<file path="config.mk">
export PLATFORM = sky130hd
export DESIGN_NAME = mips_exec_top
export DESIGN_NICKNAME = d
export VERILOG_FILES = /design/src/source/mips_pkg.sv /design/src/source/mips_instr_queue.sv /design/src/source/mips_decoder.sv /design/src/source/mips_alu.sv /design/src/source/mips_regfile.sv /design/src/source/mips_multiplier.sv /design/src/source/mips_step_timer.sv /design/src/source/mips_sequencer.sv /design/src/source/mips_exec_top.sv
export VERILOG_INCLUDE_DIRS = /design/src /design/src/source
export SDC_FILE = /design/constraint.sdc
export NUM_CORES = 2
export LEC_CHECK = 0
export BUFFER_PORTS_ARGS = -buffer_cell sky130_fd_sc_hd__buf_2
export CORE_ASPECT_RATIO = 1.75
export CORE_MARGIN = 2
export CORE_UTILIZATION = 51
export CTS_CLUSTER_DIAMETER = 60
export DETAILED_ROUTE_END_ITERATION = 10
export PLACE_DENSITY = 0.67
export SYNTH_ARGS = -nofsm -noshare
export SYNTH_HDL_FRONTEND = slang
export SYNTH_HIERARCHICAL = 1
export SYNTH_SLANG_ARGS = --single-unit
</file>
<file path="constraint.sdc">
create_clock -name clk -period 4.89 [get_ports clk]
set_input_delay 1.2225 -clock clk [delete_from_list [all_inputs] [get_ports clk]]
set_output_delay 1.2225 -clock clk [all_outputs]
set_load 0.005 [all_outputs]
</file>
<file path="src/source/mips_consts.svh">
`ifndef MIPS_CONSTS_SVH
`define MIPS_CONSTS_SVH

`define MIPS_XLEN          32 // Data path width
`define MIPS_NUM_REGS      32 // General purpose registers
`define MIPS_INSTR_CREDITS 2  // Sender credits, also the queue depth
`define MIPS_MUL_STEPS     32 // One add-and-shift per multiplier bit

`endif

</file>
<file path="src/source/mips_pkg.sv">
`include "mips_consts.svh"

package mips_pkg;

	typedef struct packed {
		logic [5:0] op;
		logic [4:0] rs;
		logic [4:0] rt;
		logic [4:0] rd;    // Top of the immediate for I-type
		logic [4:0] shamt;
		logic [5:0] funct;
	} instr_t;

	typedef enum logic [5:0] {
		OP_SPECIAL = 6'h00, OP_ADDI = 6'h08, OP_ADDIU = 6'h09, OP_SLTI = 6'h0a,
		OP_SLTIU = 6'h0b, OP_ANDI = 6'h0c, OP_ORI = 6'h0d, OP_XORI = 6'h0e,
		OP_LUI = 6'h0f
	} opcode_e;

	typedef enum logic [5:0] {
		F_SLL = 6'h00, F_SRL = 6'h02, F_SRA = 6'h03,
		F_MFHI = 6'h10, F_MTHI = 6'h11, F_MFLO = 6'h12, F_MTLO = 6'h13,
		F_MULT = 6'h18, F_MULTU = 6'h19,
		F_ADD = 6'h20, F_ADDU = 6'h21, F_SUB = 6'h22, F_SUBU = 6'h23,
		F_AND = 6'h24, F_OR = 6'h25, F_XOR = 6'h26, F_NOR = 6'h27,
		F_SLT = 6'h2a, F_SLTU = 6'h2b
	} funct_e;

	typedef enum logic [3:0] {
		ALU_ADD, ALU_SUB, ALU_AND, ALU_OR, ALU_XOR, ALU_NOR, ALU_SLT, ALU_SLTU,
		ALU_SLL, ALU_SRL, ALU_SRA, ALU_LUI, ALU_PASS_A, ALU_PASS_HI, ALU_PASS_LO
	} alu_op_e;

	typedef struct packed {
		logic    reg_write;
		logic    use_imm;    // Operand B from the immediate
		logic    zero_ext;
		logic    dst_rd;     // Destination rd, otherwise rt
		logic    hi_we;
		logic    lo_we;
		logic    mul;
		logic    mul_signed;
		alu_op_e alu_op;
		logic    illegal;
	} ctrl_t;

	typedef enum logic [2:0] {
		RET_GPR, RET_HI, RET_LO, RET_HILO, RET_ILLEGAL
	} retire_kind_e;

	// Fields that a kind does not write read as zero
	typedef struct packed {
		retire_kind_e          kind;
		logic [4:0]            dest;
		logic [`MIPS_XLEN-1:0] data_lo;
		logic [`MIPS_XLEN-1:0] data_hi;
	} retire_t;

	typedef enum logic [1:0] {
		S_IDLE, S_EXECUTE, S_MUL_STEP, S_WRITEBACK
	} seq_state_e;

endpackage

</file>
<file path="src/source/mips_instr_queue.sv">
`include "mips_consts.svh"

module mips_instr_queue
	import mips_pkg::*;
(
	input  logic   clk,
	input  logic   rst_n,
	input  logic   instr_valid,
	input  instr_t instr,
	input  logic   pop,
	output instr_t head,
	output logic   not_empty,
	output logic   credit_return
);
	localparam int DEPTH = `MIPS_INSTR_CREDITS;
	localparam int AW = (DEPTH > 1) ? $clog2(DEPTH) : 1;

	instr_t                     mem [DEPTH];
	logic [AW-1:0]              wr_ptr;
	logic [AW-1:0]              rd_ptr;
	logic [$clog2(DEPTH+1)-1:0] count;
	logic                       do_pop;

	assign do_pop    = pop && not_empty;
	assign not_empty = (count != '0);
	assign head      = mem[rd_ptr];

	always_ff @(posedge clk) begin
		if (instr_valid) begin
			mem[wr_ptr] <= instr;
		end
	end

	always_ff @(posedge clk or negedge rst_n) begin
		if (!rst_n) begin
			wr_ptr        <= '0;
			rd_ptr        <= '0;
			count         <= '0;
			credit_return <= 1'b0;
		end else begin
			if (instr_valid) begin
				wr_ptr <= (wr_ptr == AW'(DEPTH - 1)) ? '0 : wr_ptr + 1'b1;
			end
			if (do_pop) begin
				rd_ptr <= (rd_ptr == AW'(DEPTH - 1)) ? '0 : rd_ptr + 1'b1;
			end
			if (instr_valid && !do_pop) begin
				count <= count + 1'b1;
			end else if (!instr_valid && do_pop) begin
				count <= count - 1'b1;
			end
			credit_return <= do_pop; // One credit back per entry freed
		end
	end

	// Sender must stay within its credits, so a full queue never sees a push
	assert property (@(posedge clk) disable iff (!rst_n)
		!(instr_valid && count == DEPTH));

endmodule

</file>
<file path="src/source/mips_decoder.sv">
module mips_decoder
	import mips_pkg::*;
(
	input  instr_t instr,
	output ctrl_t  ctrl
);

	always_comb begin
		ctrl        = '0;
		ctrl.alu_op = ALU_PASS_A;
		case (opcode_e'(instr.op))
			OP_SPECIAL: begin
				ctrl.reg_write = 1'b1;
				ctrl.dst_rd    = 1'b1;
				case (funct_e'(instr.funct))
					F_SLL:         ctrl.alu_op = ALU_SLL;
					F_SRL:         ctrl.alu_op = ALU_SRL;
					F_SRA:         ctrl.alu_op = ALU_SRA;
					F_ADD, F_ADDU: ctrl.alu_op = ALU_ADD; // No overflow trap
					F_SUB, F_SUBU: ctrl.alu_op = ALU_SUB;
					F_AND:         ctrl.alu_op = ALU_AND;
					F_OR:          ctrl.alu_op = ALU_OR;
					F_XOR:         ctrl.alu_op = ALU_XOR;
					F_NOR:         ctrl.alu_op = ALU_NOR;
					F_SLT:         ctrl.alu_op = ALU_SLT;
					F_SLTU:        ctrl.alu_op = ALU_SLTU;
					F_MFHI:        ctrl.alu_op = ALU_PASS_HI;
					F_MFLO:        ctrl.alu_op = ALU_PASS_LO;
					F_MTHI: begin
						ctrl.reg_write = 1'b0;
						ctrl.hi_we     = 1'b1; // rs passes through the ALU
					end
					F_MTLO: begin
						ctrl.reg_write = 1'b0;
						ctrl.lo_we     = 1'b1;
					end
					F_MULT, F_MULTU: begin
						ctrl.reg_write  = 1'b0;
						ctrl.hi_we      = 1'b1;
						ctrl.lo_we      = 1'b1;
						ctrl.mul        = 1'b1;
						ctrl.mul_signed = (instr.funct == F_MULT);
					end
					default: begin // Jumps, division and the rest
						ctrl.reg_write = 1'b0;
						ctrl.dst_rd    = 1'b0;
						ctrl.illegal   = 1'b1;
					end
				endcase
			end
			OP_ADDI, OP_ADDIU, OP_SLTI, OP_SLTIU: begin
				ctrl.reg_write = 1'b1;
				ctrl.use_imm   = 1'b1; // Sign-extended immediate
				if (instr.op == OP_SLTI) begin
					ctrl.alu_op = ALU_SLT;
				end else if (instr.op == OP_SLTIU) begin
					ctrl.alu_op = ALU_SLTU;
				end else begin
					ctrl.alu_op = ALU_ADD;
				end
			end
			OP_ANDI, OP_ORI, OP_XORI, OP_LUI: begin
				ctrl.reg_write = 1'b1;
				ctrl.use_imm   = 1'b1;
				ctrl.zero_ext  = 1'b1;
				case (opcode_e'(instr.op))
					OP_ANDI: ctrl.alu_op = ALU_AND;
					OP_ORI:  ctrl.alu_op = ALU_OR;
					OP_XORI: ctrl.alu_op = ALU_XOR;
					default: ctrl.alu_op = ALU_LUI;
				endcase
			end
			default: ctrl.illegal = 1'b1; // Loads, stores, branches, jumps
		endcase

		assert (!(ctrl.illegal && (ctrl.reg_write || ctrl.hi_we || ctrl.lo_we)));
	end

endmodule

</file>
<file path="src/source/mips_alu.sv">
`include "mips_consts.svh"

module mips_alu
	import mips_pkg::*;
(
	input  alu_op_e               op,
	input  logic [`MIPS_XLEN-1:0] a,
	input  logic [`MIPS_XLEN-1:0] b,
	input  logic [4:0]            shamt,
	input  logic [`MIPS_XLEN-1:0] hi,
	input  logic [`MIPS_XLEN-1:0] lo,
	output logic [`MIPS_XLEN-1:0] result
);
	localparam int XLEN = `MIPS_XLEN;

	always_comb begin
		case (op)
			ALU_ADD:     result = a + b;
			ALU_SUB:     result = a - b;
			ALU_AND:     result = a & b;
			ALU_OR:      result = a | b;
			ALU_XOR:     result = a ^ b;
			ALU_NOR:     result = ~(a | b);
			ALU_SLT:     result = XLEN'($signed(a) < $signed(b));
			ALU_SLTU:    result = XLEN'(a < b);
			ALU_SLL:     result = b << shamt; // Shifts act on rt
			ALU_SRL:     result = b >> shamt;
			ALU_SRA:     result = $signed(b) >>> shamt;
			ALU_LUI:     result = b << 16;
			ALU_PASS_HI: result = hi;
			ALU_PASS_LO: result = lo;
			default:     result = a; // Covers pass_a for mthi and mtlo
		endcase
	end

endmodule

</file>
<file path="src/source/mips_regfile.sv">
`include "mips_consts.svh"

module mips_regfile (
	input  logic                              clk,
	input  logic                              rst_n,
	input  logic [$clog2(`MIPS_NUM_REGS)-1:0] rs_addr,
	input  logic [$clog2(`MIPS_NUM_REGS)-1:0] rt_addr,
	output logic [`MIPS_XLEN-1:0]             rs_data,
	output logic [`MIPS_XLEN-1:0]             rt_data,
	input  logic                              wr_en,
	input  logic [$clog2(`MIPS_NUM_REGS)-1:0] wr_addr,
	input  logic [`MIPS_XLEN-1:0]             wr_data,
	input  logic                              hi_we,
	input  logic                              lo_we,
	input  logic [`MIPS_XLEN-1:0]             hi_in,
	input  logic [`MIPS_XLEN-1:0]             lo_in,
	output logic [`MIPS_XLEN-1:0]             hi,
	output logic [`MIPS_XLEN-1:0]             lo
);
	logic [`MIPS_XLEN-1:0] regs [`MIPS_NUM_REGS];

	assign rs_data = regs[rs_addr];
	assign rt_data = regs[rt_addr];

	always_ff @(posedge clk or negedge rst_n) begin
		if (!rst_n) begin
			for (int i = 0; i < `MIPS_NUM_REGS; i++) begin
				regs[i] <= '0;
			end
			hi <= '0;
			lo <= '0;
		end else begin
			if (wr_en && wr_addr != '0) begin
				regs[wr_addr] <= wr_data; // r0 stays zero
			end
			if (hi_we) begin
				hi <= hi_in;
			end
			if (lo_we) begin
				lo <= lo_in;
			end
		end
	end

	assert property (@(posedge clk) disable iff (!rst_n) regs[0] == '0);

endmodule

</file>
<file path="src/source/mips_multiplier.sv">
`include "mips_consts.svh"

module mips_multiplier (
	input  logic                  clk,
	input  logic                  rst_n,
	input  logic                  start,
	input  logic                  step_en,
	input  logic                  signed_mul,
	input  logic [`MIPS_XLEN-1:0] a,
	input  logic [`MIPS_XLEN-1:0] b,
	output logic [`MIPS_XLEN-1:0] product_hi,
	output logic [`MIPS_XLEN-1:0] product_lo
);
	localparam int XLEN = `MIPS_XLEN;

	logic [XLEN-1:0]   mcand;  // Multiplicand magnitude
	logic [2*XLEN-1:0] prod;   // Partial sum above, unused multiplier bits below
	logic [XLEN:0]     sum;
	logic [2*XLEN-1:0] result;
	logic              negate;

	assign sum        = {1'b0, prod[2*XLEN-1:XLEN]} + (prod[0] ? {1'b0, mcand} : '0);
	assign result     = negate ? -prod : prod;
	assign product_hi = result[2*XLEN-1:XLEN];
	assign product_lo = result[XLEN-1:0];

	always_ff @(posedge clk or negedge rst_n) begin
		if (!rst_n) begin
			negate <= 1'b0;
		end else if (start) begin
			negate <= signed_mul && (a[XLEN-1] ^ b[XLEN-1]);
		end
	end

	always_ff @(posedge clk) begin
		if (start) begin
			mcand <= (signed_mul && a[XLEN-1]) ? -a : a;
			prod  <= {{XLEN{1'b0}}, (signed_mul && b[XLEN-1]) ? -b : b};
		end else if (step_en) begin
			prod <= {sum, prod[XLEN-1:1]}; // Add then shift right one
		end
	end

endmodule

</file>
<file path="src/source/mips_step_timer.sv">
`include "mips_consts.svh"

module mips_step_timer (
	input  logic clk,
	input  logic rst_n,
	input  logic load,
	input  logic step_en,
	output logic last_step
);
	localparam int CW = $clog2(`MIPS_MUL_STEPS);

	logic [CW-1:0] count; // Steps left after the current one

	assign last_step = step_en && (count == '0);

	always_ff @(posedge clk or negedge rst_n) begin
		if (!rst_n) begin
			count <= '0;
		end else if (load) begin
			count <= CW'(`MIPS_MUL_STEPS - 1);
		end else if (step_en) begin
			count <= count - 1'b1;
		end
	end

endmodule

</file>
<file path="src/source/mips_sequencer.sv">
`include "mips_consts.svh"

module mips_sequencer
	import mips_pkg::*;
(
	input  logic                  clk,
	input  logic                  rst_n,
	input  logic                  not_empty,
	input  instr_t                head,
	output logic                  pop,
	output instr_t                ir,
	input  ctrl_t                 ctrl,
	input  logic [`MIPS_XLEN-1:0] alu_result,
	input  logic [`MIPS_XLEN-1:0] rt_data,
	input  logic [`MIPS_XLEN-1:0] product_hi,
	input  logic [`MIPS_XLEN-1:0] product_lo,
	input  logic                  last_step,
	output logic                  timer_load,
	output logic                  step_en,
	output logic                  mul_start,
	output logic [`MIPS_XLEN-1:0] operand_b,
	output logic                  wr_en,
	output logic [4:0]            wr_addr,
	output logic [`MIPS_XLEN-1:0] wr_data,
	output logic                  hi_we,
	output logic                  lo_we,
	output logic [`MIPS_XLEN-1:0] hi_in,
	output logic [`MIPS_XLEN-1:0] lo_in,
	output logic                  retire_valid,
	output retire_t               retire
);
	seq_state_e            state;
	seq_state_e            next_state;
	logic [`MIPS_XLEN-1:0] result_q; // ALU result captured in S_EXECUTE
	logic [15:0]           imm;
	logic [`MIPS_XLEN-1:0] imm_ext;
	logic                  wb;
	retire_kind_e          kind;

	assign imm        = {ir.rd, ir.shamt, ir.funct};
	assign imm_ext    = ctrl.zero_ext ? {{(`MIPS_XLEN-16){1'b0}}, imm}
	                                  : {{(`MIPS_XLEN-16){imm[15]}}, imm};
	assign operand_b  = ctrl.use_imm ? imm_ext : rt_data;
	assign pop        = (state == S_IDLE) && not_empty;
	assign mul_start  = (state == S_EXECUTE) && ctrl.mul;
	assign timer_load = mul_start;
	assign step_en    = (state == S_MUL_STEP);
	assign wb         = (state == S_WRITEBACK);
	assign wr_en      = wb && ctrl.reg_write;
	assign wr_addr    = ctrl.dst_rd ? ir.rd : ir.rt;
	assign wr_data    = result_q;
	assign hi_we      = wb && ctrl.hi_we;
	assign lo_we      = wb && ctrl.lo_we;
	assign hi_in      = ctrl.mul ? product_hi : result_q;
	assign lo_in      = ctrl.mul ? product_lo : result_q;

	always_comb begin
		if (ctrl.illegal) begin
			kind = RET_ILLEGAL;
		end else if (ctrl.hi_we && ctrl.lo_we) begin
			kind = RET_HILO;
		end else if (ctrl.hi_we) begin
			kind = RET_HI;
		end else if (ctrl.lo_we) begin
			kind = RET_LO;
		end else begin
			kind = RET_GPR;
		end
	end

	always_comb begin
		next_state = state;
		case (state)
			S_IDLE:     if (not_empty) next_state = S_EXECUTE;
			S_EXECUTE:  next_state = ctrl.mul ? S_MUL_STEP : S_WRITEBACK;
			S_MUL_STEP: if (last_step) next_state = S_WRITEBACK;
			default:    next_state = S_IDLE; // Writeback lasts one cycle
		endcase
	end

	always_ff @(posedge clk or negedge rst_n) begin
		if (!rst_n) begin
			state        <= S_IDLE;
			retire_valid <= 1'b0;
		end else begin
			state        <= next_state;
			retire_valid <= wb;
		end
	end

	always_ff @(posedge clk) begin
		if (pop) begin
			ir <= head;
		end
		if (state == S_EXECUTE) begin
			result_q <= alu_result;
		end
		if (wb) begin
			retire.kind    <= kind;
			retire.dest    <= (kind == RET_GPR) ? wr_addr : '0;
			retire.data_lo <= (ctrl.reg_write || ctrl.lo_we) ? lo_in : '0;
			retire.data_hi <= ctrl.hi_we ? hi_in : '0;
		end
	end

	// Every run of steps starts right after the timer was loaded
	assert property (@(posedge clk) disable iff (!rst_n)
		step_en |-> state == S_MUL_STEP && ($past(timer_load) || $past(step_en)));

endmodule

</file>
<file path="src/source/mips_exec_top.sv">
`include "mips_consts.svh"

module mips_exec_top
	import mips_pkg::*;
(
	input  logic    clk,
	input  logic    rst_n,
	input  logic    instr_valid,
	input  instr_t  instr,
	output logic    credit_return,
	output logic    retire_valid,
	output retire_t retire
);
	instr_t                head;
	instr_t                ir;
	ctrl_t                 ctrl;
	logic                  not_empty;
	logic                  pop;
	logic [`MIPS_XLEN-1:0] rs_data;
	logic [`MIPS_XLEN-1:0] rt_data;
	logic [`MIPS_XLEN-1:0] operand_b;
	logic [`MIPS_XLEN-1:0] alu_result;
	logic [`MIPS_XLEN-1:0] hi;
	logic [`MIPS_XLEN-1:0] lo;
	logic [`MIPS_XLEN-1:0] product_hi;
	logic [`MIPS_XLEN-1:0] product_lo;
	logic [`MIPS_XLEN-1:0] wr_data;
	logic [`MIPS_XLEN-1:0] hi_in;
	logic [`MIPS_XLEN-1:0] lo_in;
	logic [4:0]            wr_addr;
	logic                  wr_en;
	logic                  hi_we;
	logic                  lo_we;
	logic                  timer_load;
	logic                  step_en;
	logic                  mul_start;
	logic                  last_step;

	mips_instr_queue i_queue (
		.clk(clk), .rst_n(rst_n), .instr_valid(instr_valid), .instr(instr),
		.pop(pop), .head(head), .not_empty(not_empty), .credit_return(credit_return)
	);

	mips_decoder i_decoder (.instr(ir), .ctrl(ctrl));

	mips_regfile i_regfile (
		.clk(clk), .rst_n(rst_n), .rs_addr(ir.rs), .rt_addr(ir.rt),
		.rs_data(rs_data), .rt_data(rt_data),
		.wr_en(wr_en), .wr_addr(wr_addr), .wr_data(wr_data),
		.hi_we(hi_we), .lo_we(lo_we), .hi_in(hi_in), .lo_in(lo_in), .hi(hi), .lo(lo)
	);

	mips_alu i_alu (
		.op(ctrl.alu_op), .a(rs_data), .b(operand_b), .shamt(ir.shamt),
		.hi(hi), .lo(lo), .result(alu_result)
	);

	mips_multiplier i_multiplier (
		.clk(clk), .rst_n(rst_n), .start(mul_start), .step_en(step_en),
		.signed_mul(ctrl.mul_signed), .a(rs_data), .b(rt_data),
		.product_hi(product_hi), .product_lo(product_lo)
	);

	mips_step_timer i_step_timer (
		.clk(clk), .rst_n(rst_n), .load(timer_load), .step_en(step_en),
		.last_step(last_step)
	);

	mips_sequencer i_sequencer (
		.clk(clk), .rst_n(rst_n), .not_empty(not_empty), .head(head), .pop(pop),
		.ir(ir), .ctrl(ctrl), .alu_result(alu_result), .rt_data(rt_data),
		.product_hi(product_hi), .product_lo(product_lo), .last_step(last_step),
		.timer_load(timer_load), .step_en(step_en), .mul_start(mul_start),
		.operand_b(operand_b), .wr_en(wr_en), .wr_addr(wr_addr), .wr_data(wr_data),
		.hi_we(hi_we), .lo_we(lo_we), .hi_in(hi_in), .lo_in(lo_in),
		.retire_valid(retire_valid), .retire(retire)
	);

endmodule

</file>
==> key figures <==
Synthesis
  • Synth area leaders: dfrtp_1, mux2_2, mux2i_1
  • Sequential area share after synthesis: 0.424
  • Post-Synthesis Cells: ~7700
  • Ys Warns: 6
  • Area leader, netlist: dfrtp_1
  • Avg Inst Size Synth: 11.0 sq um
  • Top_reg_cell synth: dfrtp_1
  • Distinct cells, synth: about 110
  • Flops & latches, synth: around 1400
  • Ys async rst share: 0.788
  • Synth top cells by count: dfrtp_1, mux2i_1, mux2_2
  • Synth top area share: 0.324
  • Post-synthesis net count: 7927
  • Count leader, synth: dfrtp_1
  • Post-Synthesis Cell Area: roughly 85000 sq um
  • EDFF count, synth: 264

STA
  • Pins Over Slew Limit: 0
  • Final Critical Period: a little over 5 ns
  • RSZ-0062 raised after global routing: true
  • Setup violators final: 9
  • Setup slack after layout: -0.234 ns
  • Worst slew pin tran: between 1 and 1.5 ns
  • Max_slew headroom: 0.0846
  • Setup TNS Final: -1.03 ns
  • Tcrit/Tclk final: 1.05
  • Hold Fails Final Rpt: 0
  • Clock skew: 0.0670 ns
  • Peak Freq: a little under 0.2 GHz

Detailed routing
  • # DRC: 0
  • Initial DRC count: 7446
  • Final wirelength: around 370 mm
  • Highest metal used: met5
  • Met1 Wirelength: 122 mm
  • Met2 routed WL: between 150 and 200 mm
  • DR WL met3: approximately 25 mm
  • DR vias: between 70000 and 80000
  • WL per Instance: approximately 34 um
  • Via density per instance: 6.61
  • Antenna-violating nets left: 0
  • 1st-pass router iterations: 8

Global route
  • Largest net degree at the start of global routing: between 100 and 150
  • Initial antenna violation count: 21
  • Grt ovf: 0
  • First-pass GRT wire length: 522 mm
  • Vias in the first global route: 73100
  • All-layer global routing usage: 0.427

Place
  • Placed Area: between 90000 and 100000 sq um
  • Buffers on Ports: between 100 and 150
  • HPWL Detailed: ~270 mm
  • Placer Congestion: 1.06

Clock network
  • CTS tree: done
  • Clk Latency, worst-skew pair: between 0.8 and 0.9 ns
  • Clock slew seen by the registers of the worst setup and hold paths: 0.07 ns
  • CTS root buf: clkbuf_16
  • Clock buffer depth: 4
  • Hold_buf cts: 0
  • Sinks on Clock Net: roughly 1400
  • CTS buffer count: ~150
  • H-tree lvl count: 4

Status
  • Failing checks: negative setup slack
  • Status: finished with violations

Die
  • Chip width: around 310 um
  • Die ar.: between 150000 and 200000 sq um
  • CORE AREA: roughly 170000 sq um
  • Initial Utilization: 0.513
  • Die Ht: between 500 and 600 um
  • Row count: 198
  • I/O pins: ~110

Power
  • Pwr dens: 732 nW/um^2
  • Peak supply drop: 0.393 mV
  • P_leak: 0.0489 uW

Setup path
  • CP Class: register to register
  • Critical Path Max Stage Delay: about 0.46 ns
  • WP buf/inv: 9
  • CP top delay family: simple AND/OR/NAND/NOR gates
  • CP dominant cell by count: buf_6
  • Startpoint type of the worst setup path: register
  • CP Data Arrival Time: ~5.7 ns
  • Worst path slowest cell: nand4b_1
  • Crit. End Element: register
  • Crit Path Max Fanout: 11
  • Critical path cell sequence: buf_12 > buf_16 > buf_6 > buf_6 > mux2i_1 > a21oi_1 > a31oi_1 > nand3_1 > buf_6 > inv_1 > o21ai_2 > inv_1 > ha_1 > buf_4 > or3_4 > nand4b_1 > o2111ai_2 > buf_6 > nand3_4 > a21oi_2 > nand4b_1 > nand3_1
  • Data required time of the worst path: ~5.4 ns

Worst hold path
  • Worst Hold Class: register to register

Run
  • Max-cap violation count: 0

Finish
  • Layout cells sized above 1: 0.357
  • Layout net count: 8803
  • Fillers: ~13000
  • Design Area, Final: ~100000 sq um
  • Synth-to-layout area growth: 21.9%
state kept, by name, indices dropped and copies added (netlist names):
signal                    count
i_multiplier/mcand           32
i_sequencer/retire           72
i_queue/wr_ptr                1
i_sequencer/wr_data          32
i_queue/credit_return         1
i_sequencer/retire_valid      1
i_regfile/regs             1024
i_queue/rd_ptr                1
i_step_timer/count            5
i_regfile/lo                 32
i_multiplier/prod            64
i_queue/mem                  64
i_sequencer/state             2
i_sequencer/ir               32
i_multiplier/negate           1
i_queue/count                 2
i_regfile/hi                 32
area by class of cell:
class                           count  area [sq um]  area share
Antenna cell                        9          22.5    0.000217
Clock inverter                     55           673     0.00648
Multi-Input combinational cell   5526         46800       0.451
Sequential cell                  1398         36100       0.348
Inverter                          153           592     0.00570
Timing Repair Buffer             1397         12800       0.123
Tap cell                         2200          2750      0.0265
Clock buffer                      201          4100      0.0394
per-stage QoR:
step | hold slack [ns] | total power (uW) | util | instances | setup slack, ns
final | 0.403 | 76100 | 0.625 | 10900 | -0.234
after global routing | 0.421 | 78400 | 0.625 | 10900 | -0.232
after CTS | 0.401 | 72600 | 0.615 | 10900 | -0.0637
after detailed placement | 0.388 | 59000 | 0.577 | 10600 | -0.707
after global placement | 0.384 | 58800 | 0.577 | 10600 | -0.731
after floorplan | 0.434 | 37600 | - | 7749 | 0.240
logic make-up (layout without fill, tap and decap cells):
family,Yosys count,in the layout,synth area share
compound gates,1454,1454,0.114
flops,1398,1398,0.424
xor+xnor,154,154,0.0158
other cells,0,9,0
fa+ha+maj,143,143,0.0213
simple gates,1517,1517,0.0863
buf+inv,825,1806,0.0471
mux,2258,2258,0.291
cells in the final DEF, fill, tap and decap left out, drive strengths merged, types with 20 or more instances in the layout:
| cell | n |
|---|---|
| dfxtp | 32 |
| dfrtp | 1102 |
| o31ai | 41 |
| a31oi | 82 |
| nand3 | 233 |
| nor2 | 289 |
| ha | 140 |
| a21o | 49 |
| nor3 | 109 |
| buf | 1389 |
| o21ai | 188 |
| and3 | 20 |
| o21bai | 27 |
| nand4 | 35 |
| edfxtp | 264 |
| a22oi | 225 |
| a211oi | 32 |
| nor2b | 29 |
| clkinv | 28 |
| mux2i | 1079 |
| a21oi | 445 |
| inv | 163 |
| clkbuf | 206 |
| a22o | 134 |
| a221oi | 20 |
| o211ai | 24 |
| nand2b | 63 |
| xnor2 | 111 |
| xor2 | 43 |
| mux4 | 56 |
| or3 | 25 |
| nand2 | 535 |
| and2 | 85 |
| mux2 | 1123 |
metal layers:
| metal | global-route usage | up-vias |
|---|---|---|
| met3 | 0.0841 | 1661 |
| met2 | 0.717 | 3806 |
| met1 | 0.439 | 36500 |
| met4 | 0.425 | 4 |
| li1 | - | 30400 |
| met5 | 0 | - |
final timing paths:
| path | from | end | slack, ns | cells past startpoint |
|---|---|---|---|---|
| max | i_sequencer/ir[17] | i_sequencer/wr_data[0] | -0.23 | 22 |
| min | i_regfile/regs[997] | i_regfile/regs[997] | 0.40 | 0 |
| max reg2reg | i_sequencer/ir[17] | i_sequencer/wr_data[0] | -0.23 | 22 |
| min reg2reg | i_regfile/regs[997] | i_regfile/regs[997] | 0.40 | 0 |
| max in group asynchronous | rst_n | i_regfile/regs[79] | 3.15 | 2 |
| min in group asynchronous | rst_n | i_regfile/regs[868] | 0.46 | 1 |
power by group:
part	switching (uW)	internal, uW
Sequential	2850	14700
Clock	5000	6550
Combinational	26700	20300
Total	34500	41500
timing repair:
action,4_1_cts,5_1_grt
endpoints found under the setup margin,28,34
gates resized for setup,198,241
buffers inserted,50,62
pin swaps,53,103
gates cloned,7,5
No activity file was read; power rests on OpenSTA's default activity.
